### src/common/cpuPkg.sv
package cpuPkg;

   // register and bus width
   localparam int dataWidth = 16;

   localparam int regAddrWidth = 3;
   localparam int numRegs = 2 ** regAddrWidth;

endpackage

### src/execute/registerFile.sv
`timescale 1ns/1ps

module registerFile (
   input  logic                            clk,
   input  logic                            rst,
   input  logic                            phase,
   input  logic                            regWrite,
   input  logic [cpuPkg::regAddrWidth-1:0] writeAddress,
   input  logic [cpuPkg::dataWidth-1:0]    writeData,
   input  logic [cpuPkg::regAddrWidth-1:0] rsAddr,
   input  logic [cpuPkg::regAddrWidth-1:0] rdAddr,
   output logic [cpuPkg::dataWidth-1:0]    rsData,
   output logic [cpuPkg::dataWidth-1:0]    rdData
);

   import cpuPkg::*;

   logic [dataWidth-1:0] regs [numRegs];

   // written on the execute edge only
   always_ff @(posedge clk) begin
      if (rst) begin
         for (int i = 0; i < numRegs; i++)
            regs[i] <= '0;
      end else if (phase && regWrite) begin
         regs[writeAddress] <= writeData;
      end
   end

   assign rsData = regs[rsAddr];
   assign rdData = regs[rdAddr];

endmodule

### config.mk
export PLATFORM = sky130hd
export DESIGN_NAME = registerFile
export DESIGN_NICKNAME = d
export VERILOG_FILES = /design/src/common/cpuPkg.sv /design/src/execute/registerFile.sv
export SDC_FILE = /design/constraint.sdc
export NUM_CORES = 1
export LEC_CHECK = 0
export BUFFER_PORTS_ARGS = -buffer_cell sky130_fd_sc_hd__buf_4
export CORE_UTILIZATION = 65
export CTS_CLUSTER_SIZE = 28
export DETAILED_ROUTE_END_ITERATION = 6
export GPL_TIMING_DRIVEN = 1
export PLACE_DENSITY = 0.86
export SLEW_MARGIN = 15
export SYNTH_ARGS = -nofsm -noshare
export SYNTH_HDL_FRONTEND = slang
export SYNTH_SLANG_ARGS = --single-unit
### constraint.sdc
create_clock -name clk -period 3.2 [get_ports clk]
set_input_delay 0 -clock clk [delete_from_list [all_inputs] [get_ports clk]]
set_output_delay 0 -clock clk [all_outputs]
set_load 0.05 [all_outputs]
==> metrics.md, run 1 <==
| Metric | Value |
|---|---|
| Global-route wire length before repair | `26000 µm` |
| Vias per cell | `6.95` |
| Final instance area | `8210 µm²` |
| Slew headroom | `49.5%` |
| DR WL/cell | `26.0 µm` |
| Share of post-route cells with drive strength above 1 | `29.5%` |
| LEAKAGE | `2.83 nW` |
| Crit path buf inv count | `1` |
| Slowest stage cell, crit path | `mux4_1` |
| Grt total ovfl | `0` |
| Core Util, Final | `79.6%` |
| Fmax | `498 MHz` |
| Status | `complete, no violations` |
| Core area | `10300 µm²` |
| Hold Path Depth | `3` |
| Switching share of total power | `25.5%` |
| Resized Gates After CTS | `0` |
| CTS Hold Bufs | `16` |
| Sw Pwr | `1.23 mW` |
| Setup TNS | `0 ns` |
| GP Congestion | `0.755` |
| Top reg by flops | `regs` |
| RSZ-0062 raised after global routing | `false` |
| # diodes | `0` |
| Cell depth of the worst setup path | `3` |
| CTS buffer count | `17` |
| Post-synth cell types | `17` |
| Pre-CTS WS | `1.53 ns` |
| Cell Pwr Density | `587 nW/µm²` |
| Finish-stage setup viols | `0` |
| Crit path from | `regs[1][2]$_SDFFCE_PN0P_` |
| Cell row count | `37` |
| Clock power share | `43.0%` |
| Type of the worst setup path | `reg2out` |
| Starting Density | `66.9%` |
| Worst VDD drop | `0.000683 V` |
| Max reg flops | `128` |
| Vias in the first global route | `4693` |
| Yosys top cell area share | `55.6%` |
| Pin count of the biggest net entering global routing | `69` |
| Post-Route WL | `16800 µm` |
| Syn_nets | `459` |
| Top cells by area, synth | `edfxtp_1, mux4_1, nor3_1, mux2_2, mux4_2` |
| Crit path max-delay family | `multiplexers` |
| Final ANT Viol Nets | `0` |
| Worst Path Required | `3.20 ns` |
| Area grow syn2layout | `18.9%` |
| Fill cell count | `516` |
| Area leader, netlist | `edfxtp_1` |
| Seq/Total Area, Yosys | `55.6%` |
| DRC violations left | `0` |
| Die width | `105 µm` |
| DRT iter0 DRCs | `481` |
| Final hold violation count | `0` |
| Sequential Power Share | `41.3%` |
| H-Tree Depth | `4` |
| Die Y | `105 µm` |
| Dpl hpwl | `9250 µm` |
| Mapped Area | `6910 µm²` |
| Synth Instances | `430` |
| Slew Limit Fails | `0` |
| DR vias | `4473` |
| Crit-path max FO | `2` |
| Minimum clock period | `2.01 ns` |
| Yosys warning count | `0` |
| Post-place instance area | `7420 µm²` |
| Die footprint | `11000 µm²` |
| Worst hold slack | `0.0811 ns` |
| Fin crit share | `62.7%` |
| Worst EP arrival | `2.01 ns` |
| Worst hold path type | `in2reg` |
| Max-Cap Viols | `0` |
| Drt pass-1 iters | `5` |
| Setup crit end kind | `primary output` |
| Port buffer count | `60` |
| Worst Tran Pin Value | `0.758 ns` |
| CTS tree | `done` |
| Most frequent cells in the layout | `nor3_1, edfxtp_1, buf_4` |
| Synth Area per Inst | `16.1 µm²` |
| Io pins | `61` |
| # clock sinks | `128` |
| #FFs+latches synth | `128` |
| CP Cell Sequence | `mux4_1 > mux2_2 > buf_4` |
| Clk buf depth | `2` |
| Gr usage total | `32.8%` |
| HP Start | `rst` |
| Nets | `524` |
| Clk slew on worst S/H paths | `0.07 ns` |
| CP peak stage delay | `0.57 ns` |
| Internal power | `3.59 mW` |
| Logic pwr share | `15.6%` |
| CTS Root Cell | `clkbuf_8` |
| Setup Fix Bufs, Post-CTS | `0` |
| Initial antenna violation count | `0` |
| Critical Path Source Type | `register` |
| Largest registers | `regs (128)` |
| Final worst slack | `1.19 ns` |
through the flow:
| stage | power, mW | cells |
|---|---|---|
| detailed placement | 2.75 | 596 |
| global placement | 2.72 | 596 |
| finish | 4.82 | 644 |
| CTS | 4.81 | 644 |
| floorplan | 2.53 | 430 |
| global route | 4.93 | 644 |
final cells by class:
cell class                 instances  area (µm²)  area share, %
tap                              136         170           2.07
sequential                       128        3840           46.8
inverter                          16        60.1          0.731
timing repair buffer              94         746           9.08
clock inverter                    13         211           2.57
clock buffer                      19         422           5.13
multi-input combinational        238        2760           33.6
cell families (layout without fill, tap and decap cells):
group | after synthesis | in the layout | share of synthesized area (%)
compound gates | 8 | 8 | 0.869
buf+inv | 64 | 142 | 4.47
flops | 128 | 128 | 55.6
mux | 96 | 96 | 29.1
simple gates | 134 | 134 | 9.89
synthesized netlist by cell type:
| cell | count |
|---|---|
| buf_1 | 5 |
| buf_2 | 5 |
| buf_6 | 8 |
| clkbuf_1 | 28 |
| clkbuf_2 | 2 |
| clkinv_1 | 16 |
| edfxtp_1 | 128 |
| mux2_2 | 32 |
| mux4_1 | 56 |
| mux4_2 | 8 |
| nand2_1 | 1 |
| nand2b_1 | 2 |
| nand4b_1 | 1 |
| nand4bb_1 | 1 |
| nor3_1 | 128 |
| o21bai_1 | 8 |
| or2_2 | 1 |
power groups by stage:
stage / Sequential (mW) / Clock (mW) / Combinational, mW
finish: 1.99 / 2.07 / 0.754
global route: 2.00 / 2.15 / 0.782
global placement: 2.01 / 0 / 0.718
CTS: 1.99 / 2.07 / 0.752
detailed placement: 2.02 / 0 / 0.730
floorplan: 2.00 / 0 / 0.530
path summary, 6_finish.rpt:
kind | endpoint
worst min-delay path | regs[5][9]$_SDFFCE_PN0P_
worst max-delay path | rsData[2]
layer usage:
layer | part of all wire (%) | up-vias | track usage (%)
met5 | 0 | - | 0
met4 | 3.1 | 0 | 14.0
met3 | 8.1 | 54 | 8.11
met2 | 53 | 264 | 55.2
met1 | 36 | 2227 | 40.8
li1 | - | 1928 | -
(Power assumes the default switching activity.)
==> inputs of run 2 (changes only) <==
--- a/config.mk
+++ b/config.mk
@@ -6,11 +6,11 @@
 export NUM_CORES = 1
 export LEC_CHECK = 0
 export BUFFER_PORTS_ARGS = -buffer_cell sky130_fd_sc_hd__buf_4
-export CORE_UTILIZATION = 65
+export CORE_UTILIZATION = 54
 export CTS_CLUSTER_SIZE = 28
 export DETAILED_ROUTE_END_ITERATION = 6
 export GPL_TIMING_DRIVEN = 1
-export PLACE_DENSITY = 0.86
+export PLACE_DENSITY = 0.76
 export SLEW_MARGIN = 15
 export SYNTH_ARGS = -nofsm -noshare
 export SYNTH_HDL_FRONTEND = slang
==> constraint.sdc (replaced) <==
create_clock -name clk -period 1.7 [get_ports clk]
set_input_delay 0 -clock clk [delete_from_list [all_inputs] [get_ports clk]]
set_output_delay 0 -clock clk [all_outputs]
set_load 0.05 [all_outputs]
==> metrics.md, run 2 (synthesis gave the netlist of run 1 again) <==
| Metric | Value |
|---|---|
| Status | `finished with violations (was complete, no violations)` |
| Failing checks | `setup timing` |
| GP Congestion | `0.810 (was 0.755)` |
| Cell Pwr Density | `1080 nW/µm² (was 587 nW/µm²)` |
| Pin count of the biggest net entering global routing | `33 (was 69)` |
| Critical Path Source Type | `register (unchanged)` |
| Max reg flops | `128 (unchanged)` |
| Port buffer count | `60 (unchanged)` |
| H-Tree Depth | `4 (unchanged)` |
| Fmax | `549 MHz` |
| Clk slew on worst S/H paths | `0.06 ns (was 0.07 ns)` |
| Crit-path max FO | `2 (unchanged)` |
| HP Start | `writeData[4] (was rst)` |
| Die footprint | `13200 µm² (was 11000 µm²)` |
| Worst EP arrival | `1.82 ns (was 2.01 ns)` |
| Core area | `12300 µm² (was 10300 µm²)` |
| Worst hold path type | `in2reg (unchanged)` |
| Worst hold slack | `0.0589 ns (was 0.0811 ns)` |
| Final hold violation count | `0 (unchanged)` |
| Hold path endpoint | `regs[0][4]$_SDFFCE_PN0P_ (was regs[5][9]$_SDFFCE_PN0P_)` |
| CTS Hold Bufs | `0 (was 16)` |
| Initial antenna violation count | `0 (unchanged)` |
| Die width | `115 µm (was 105 µm)` |
| Type of the worst setup path | `reg2out (unchanged)` |
| Setup TNS | `-1.54 ns (was 0 ns)` |
| Starting Density | `56.3% (was 66.9%)` |
| Core Util, Final | `67.7% (was 79.6%)` |
| Internal power | `6.56 mW (was 3.59 mW)` |
| Global-route wire length before repair | `26600 µm (was 26000 µm)` |
| Worst Tran Pin Value | `0.510 ns (was 0.758 ns)` |
| Share of post-route cells with drive strength above 1 | `43.2% (was 29.5%)` |
| Most frequent cells in the layout | `nor3_1, edfxtp_1, mux4_2 (was nor3_1, edfxtp_1, buf_4)` |
| Worst VDD drop | `0.000539 V (was 0.000683 V)` |
| CTS Root Cell | `clkbuf_16 (was clkbuf_8)` |
| RSZ-0062 raised after global routing | `true (was false)` |
| Switching share of total power | `26.6% (was 25.5%)` |
| Vias in the first global route | `4712 (was 4693)` |
| Sequential Power Share | `42.0% (was 41.3%)` |
| Gr usage total | `28.5% (was 32.8%)` |
| Worst Path Required | `1.70 ns (was 3.20 ns)` |
| Fill cell count | `835 (was 516)` |
| Finish-stage setup viols | `32 (was 0)` |
| Setup crit end kind | `primary output (unchanged)` |
| DRC violations left | `0 (unchanged)` |
| Logic pwr share | `18.8% (was 15.6%)` |
| Top reg by flops | `regs (unchanged)` |
| Minimum clock period | `1.82 ns` |
| Io pins | `61 (unchanged)` |
| CTS buffer count | `17 (unchanged)` |
| Sw Pwr | `2.38 mW (was 1.23 mW)` |
| Nets | `521 (was 524)` |
| DRT iter0 DRCs | `436 (was 481)` |
| Slew Limit Fails | `0 (unchanged)` |
| Drt pass-1 iters | `4 (was 5)` |
| CTS tree | `done (unchanged)` |
| Dpl hpwl | `10600 µm (was 9250 µm)` |
| Final ANT Viol Nets | `0 (unchanged)` |
| Vias per cell | `6.57 (was 6.95)` |
| Grt total ovfl | `0 (unchanged)` |
| Slew headroom | `66.0% (was 49.5%)` |
| Cell row count | `40 (was 37)` |
| Fin crit share | `107%` |
| DR WL/cell | `25.7 µm (was 26.0 µm)` |
| Post-Route WL | `17300 µm (was 16800 µm)` |
| Die Y | `115 µm (was 105 µm)` |
| Max-Cap Viols | `0 (unchanged)` |
| Clock power share | `39.2% (was 43.0%)` |
| # clock sinks | `128 (unchanged)` |
| Largest registers | `regs (128) (unchanged)` |
| Hold Path Depth | `3 (unchanged)` |
| Clk buf depth | `2 (unchanged)` |
| DR vias | `4421 (was 4473)` |
| Area grow syn2layout | `20.1% (was 18.9%)` |
| Final worst slack | `-0.122 ns (was 1.19 ns)` |
| LEAKAGE | `2.79 nW (was 2.83 nW)` |
| # diodes | `0 (unchanged)` |
==> run 2: cell types whose count changed in the layout (fill, tap and decap cells not counted), moves of 2 or more <==
cell / before / now
buf_12: 0 / 3
buf_4: 78 / 56
buf_6: 0 / 12
buf_8: 0 / 20
bufinv_16: 5 / 2
clkinv_4: 4 / 2
clkinvlp_4: 1 / 5
dlygate4sd3_1: 16 / 0
mux2_2: 32 / 2
mux2_4: 0 / 30
mux4_1: 56 / 5
mux4_2: 8 / 59
o21bai_1: 8 / 4
o21bai_2: 0 / 4
==> run 2: power groups by stage <==
stage	clock network, mW	registers, mW	logic (mW)
detailed placement	0	3.80	1.42
CTS	3.51	3.75	1.63
global placement	0	3.78	1.40
global route	3.65	3.77	1.75
floorplan	0	3.76	1.00
finish	3.50	3.76	1.68
==> run 2: how the worst max path moves through the flow <==
stage                              from                        to  slack, ns  cells after the start
2_1_floorplan           writeAddress[2]  regs[0][0]$_SDFFCE_PN0P_      -0.14                      4
3_3_place_gp                  rdAddr[0]                rdData[14]       0.26                      5
3_5_place_dp                  rdAddr[0]                rdData[14]       0.26                      5
4_1_cts        regs[7][1]$_SDFFCE_PN0P_                 rdData[1]      -0.12                      3
5_1_grt        regs[7][1]$_SDFFCE_PN0P_                 rdData[1]      -0.14                      3
6_report       regs[7][1]$_SDFFCE_PN0P_                 rdData[1]      -0.12                      3
==> run 2: area by class of cell <==
cell class / instances / area, µm² / area share, %
clock buffers: 18 / 429 / 5.17
clock inverters: 14 / 143 / 1.72
inverters: 16 / 60.1 / 0.724
multi-input cells: 238 / 2700 / 32.5
flip-flops and latches: 128 / 3840 / 46.3
well taps: 168 / 210 / 2.53
repair buffers: 91 / 916 / 11.0
==> run 2: what timing repair did <==
action | in CTS | in global routing
setup endpoints to repair | 32 | 32
buffers inserted | 0 | 0
resized for setup | 113 | 20
==> run 2: through the flow <==
step	setup slack [ns]	power, mW	instance area (µm²)	instances
6_report	-0.122	8.94	8300	673
5_1_grt	-0.144	9.17	8300	673
4_1_cts	-0.122	8.89	8250	673
3_5_place_dp	0.256	5.22	7610	641
3_3_place_gp	0.258	5.18	7610	641
2_1_floorplan	-0.136	4.76	6920	430
==> run 2: per-layer routing <==
metal	routed length [µm]	vias to the layer above	track usage [%]
li1	-	1881	-
met2	9110	246	48.0
met4	632	0	16.6
met1	6200	2239	35.0
met3	1380	55	4.74
met5	0	-	0
==> run 2: worst max-delay path: stages, from the launching register on <==
cell and delay, ns:
edfxtp_1 0.43, mux4_2 0.54, mux2_4 0.28, buf_6 0.15
==> inputs of run 3 (changes only) <==
--- a/config.mk
+++ b/config.mk
@@ -10,7 +10,7 @@
 export CTS_CLUSTER_SIZE = 28
 export DETAILED_ROUTE_END_ITERATION = 6
 export GPL_TIMING_DRIVEN = 1
-export PLACE_DENSITY = 0.76
+export PLACE_DENSITY_LB_ADDON = 0.25
 export SLEW_MARGIN = 15
 export SYNTH_ARGS = -nofsm -noshare
 export SYNTH_HDL_FRONTEND = slang
==> constraint.sdc (replaced) <==
create_clock -name clk -period 1.7 [get_ports clk]
set_input_delay 0 -clock clk [delete_from_list [all_inputs] [get_ports clk]]
set_output_delay 0 -clock clk [all_outputs]
set_load 0.1 [all_outputs]
==> metrics.md, run 3 (synthesis gave the netlist of run 1 again) <==
| Metric | Value |
|---|---|
| RSZ-0062 raised after global routing | `true (unchanged)` |
| Port buffer count | `60 (unchanged)` |
| HP Start | `writeData[12] (was writeData[4])` |
| Die width | `115 µm (unchanged)` |
| Cell Pwr Density | `1130 nW/µm² (was 1080 nW/µm²)` |
| Cell depth of the worst setup path | `3 (unchanged)` |
| CP Cell Sequence | `mux4_2 > mux2_4 > buf_12 (was mux4_2 > mux2_4 > buf_6)` |
| Crit path max-delay family | `multiplexers (unchanged)` |
| CTS Hold Bufs | `0 (unchanged)` |
| Most frequent cells in the layout | `nor3_1, edfxtp_1, mux4_2, buf_4, buf_12 (was nor3_1, edfxtp_1, mux4_2)` |
| Vias per cell | `6.59 (was 6.57)` |
| Fill cell count | `797 (was 835)` |
| Max reg flops | `128 (unchanged)` |
| Die Y | `115 µm (unchanged)` |
| # diodes | `0 (unchanged)` |
| PnR Total Power | `9.72 mW (was 8.94 mW)` |
| Critical Path Source Type | `register (unchanged)` |
| Area grow syn2layout | `24.3% (was 20.1%)` |
| Max-Cap Viols | `0 (unchanged)` |
| Die footprint | `13200 µm² (unchanged)` |
| Worst hold path type | `in2reg (unchanged)` |
| Fmax | `554 MHz (was 549 MHz)` |
| Minimum clock period | `1.81 ns (was 1.82 ns)` |
| H-Tree Depth | `4 (unchanged)` |
| Crit-path max FO | `2 (unchanged)` |
| Worst hold slack | `0.0761 ns (was 0.0589 ns)` |
| Io pins | `61 (unchanged)` |
| DR vias | `4459 (was 4421)` |
| Slew headroom | `65.6% (was 66.0%)` |
| Post-place instance area | `7670 µm² (was 7610 µm²)` |
| Final hold violation count | `0 (unchanged)` |
| CTS Root Cell | `clkbuf_16 (unchanged)` |
| Fin crit share | `106% (was 107%)` |
| # clock sinks | `128 (unchanged)` |
| Setup TNS | `-2.24 ns (was -1.54 ns)` |
| Type of the worst setup path | `reg2out (unchanged)` |
| Cell row count | `40 (unchanged)` |
| Dpl hpwl | `10600 µm (about the same)` |
| Finish-stage setup viols | `32 (unchanged)` |
| DRT iter0 DRCs | `388 (was 436)` |
| Crit path to | `rdData[9] (was rdData[1])` |
| Grt total ovfl | `0 (unchanged)` |
| DR WL/cell | `25.3 µm (was 25.7 µm)` |
| Status | `finished with violations (unchanged)` |
| Post-Route WL | `17100 µm (was 17300 µm)` |
| Non-filler cells, final | `677 (was 673)` |
| Cells after DPL | `645 (was 641)` |
| Pre-CTS WS | `0.224 ns (was 0.256 ns)` |
| Global-route wire length before repair | `26100 µm (was 26600 µm)` |
| Setup crit end kind | `primary output (unchanged)` |
| Crit path from | `regs[6][9]$_SDFFCE_PN0P_ (was regs[7][1]$_SDFFCE_PN0P_)` |
| Largest registers | `regs (128) (unchanged)` |
| Gr usage total | `27.9% (was 28.5%)` |
| Final instance area | `8590 µm² (was 8300 µm²)` |
| Worst Tran Pin Value | `0.516 ns (was 0.510 ns)` |
| Starting Density | `56.3% (unchanged)` |
| Clk slew on worst S/H paths | `0.06 ns (about the same)` |
| Initial antenna violation count | `0 (unchanged)` |
| Slowest stage cell, crit path | `mux4_2 (unchanged)` |
| Final ANT Viol Nets | `0 (unchanged)` |
| Drt pass-1 iters | `6 (was 4)` |
| CP peak stage delay | `0.50 ns (was 0.54 ns)` |
| CTS tree | `done (unchanged)` |
| Final worst slack | `-0.106 ns (was -0.122 ns)` |
| Share of post-route cells with drive strength above 1 | `43.2% (about the same)` |
| Worst VDD drop | `0.000731 V (was 0.000539 V)` |
| Setup Fix Bufs, Post-CTS | `0 (unchanged)` |
| CTS buffer count | `17 (unchanged)` |
| Failing checks | `setup timing (unchanged)` |
| DRC violations left | `0 (unchanged)` |
| Worst Path Required | `1.70 ns (about the same)` |
| Core area | `12300 µm² (unchanged)` |
| Crit path buf inv count | `1 (unchanged)` |
| Core Util, Final | `70.0% (was 67.7%)` |
| Pin count of the biggest net entering global routing | `33 (unchanged)` |
| Top reg by flops | `regs (unchanged)` |
| GP Congestion | `0.773 (was 0.810)` |
| LEAKAGE | `2.92 nW (was 2.79 nW)` |
| Slew Limit Fails | `0 (unchanged)` |
| Clk buf depth | `2 (unchanged)` |
| Vias in the first global route | `4571 (was 4712)` |
| Nets | `525 (was 521)` |
| Worst EP arrival | `1.81 ns (was 1.82 ns)` |
## run 3: cell types whose count changed in the layout (fill, tap and decap cells not counted), moves of 2 or more
cell and delta:
buf_8 -20, clkinvlp_4 -3, clkbuf_1 +2, buf_4 +3, buf_12 +32, bufinv_16 +2
buf_6 -11
## run 3: cell type report
| cell class | count | area (µm²) | area share, % |
|---|---|---|---|
| Clock inverter | 12 | 166 | 1.94 |
| Timing Repair Buffer | 95 | 1150 | 13.4 |
| Inverter | 16 | 60.1 | 0.699 |
| Tap cell | 168 | 210 | 2.45 |
| Clock buffer | 20 | 437 | 5.09 |
| Multi-Input combinational cell | 238 | 2720 | 31.6 |
| Sequential cell | 128 | 3840 | 44.8 |
## run 3: per-layer routing
layer  vias up  share of wire [%]  track usage (%)
met3        32                7.2             5.96
li1       1889                  -                -
met1      2301                 39             36.3
met4         0                2.2             12.3
met2       237                 52             45.7
met5         -                  0                0
## run 3: where the power goes
group / internal [mW] / switching [mW] / total [mW] / leakage (nW)
clock network: 2.43 / 1.25 / 3.69 / 0.289
logic: 0.919 / 1.35 / 2.26 / 1.41
registers: 3.66 / 0.106 / 3.77 / 1.22
## run 3: worst min-delay path by stage
stage                                endpoint  slack, ns  depth (start not counted)
finish              regs[5][12]$_SDFFCE_PN0P_       0.08                          3
global route         regs[7][1]$_SDFFCE_PN0P_       0.07                          3
CTS                  regs[1][1]$_SDFFCE_PN0P_       0.06                          3
detailed placement   regs[1][1]$_SDFFCE_PN0P_       0.49                          3
global placement     regs[2][1]$_SDFFCE_PN0P_       0.48                          3
floorplan            regs[4][0]$_SDFFCE_PN0P_       0.33                          2
## run 3: worst min-delay path: stages
cell	delay, ns
buf_4	0.11
clkinv_1	0.13
nor3_1	0.08
## run 3: repair_timing
action	CTS	global route
endpoints found under the setup margin	32	32
endpoints found under the hold margin	0	0
gates resized for setup	164	12
cloned	0	0
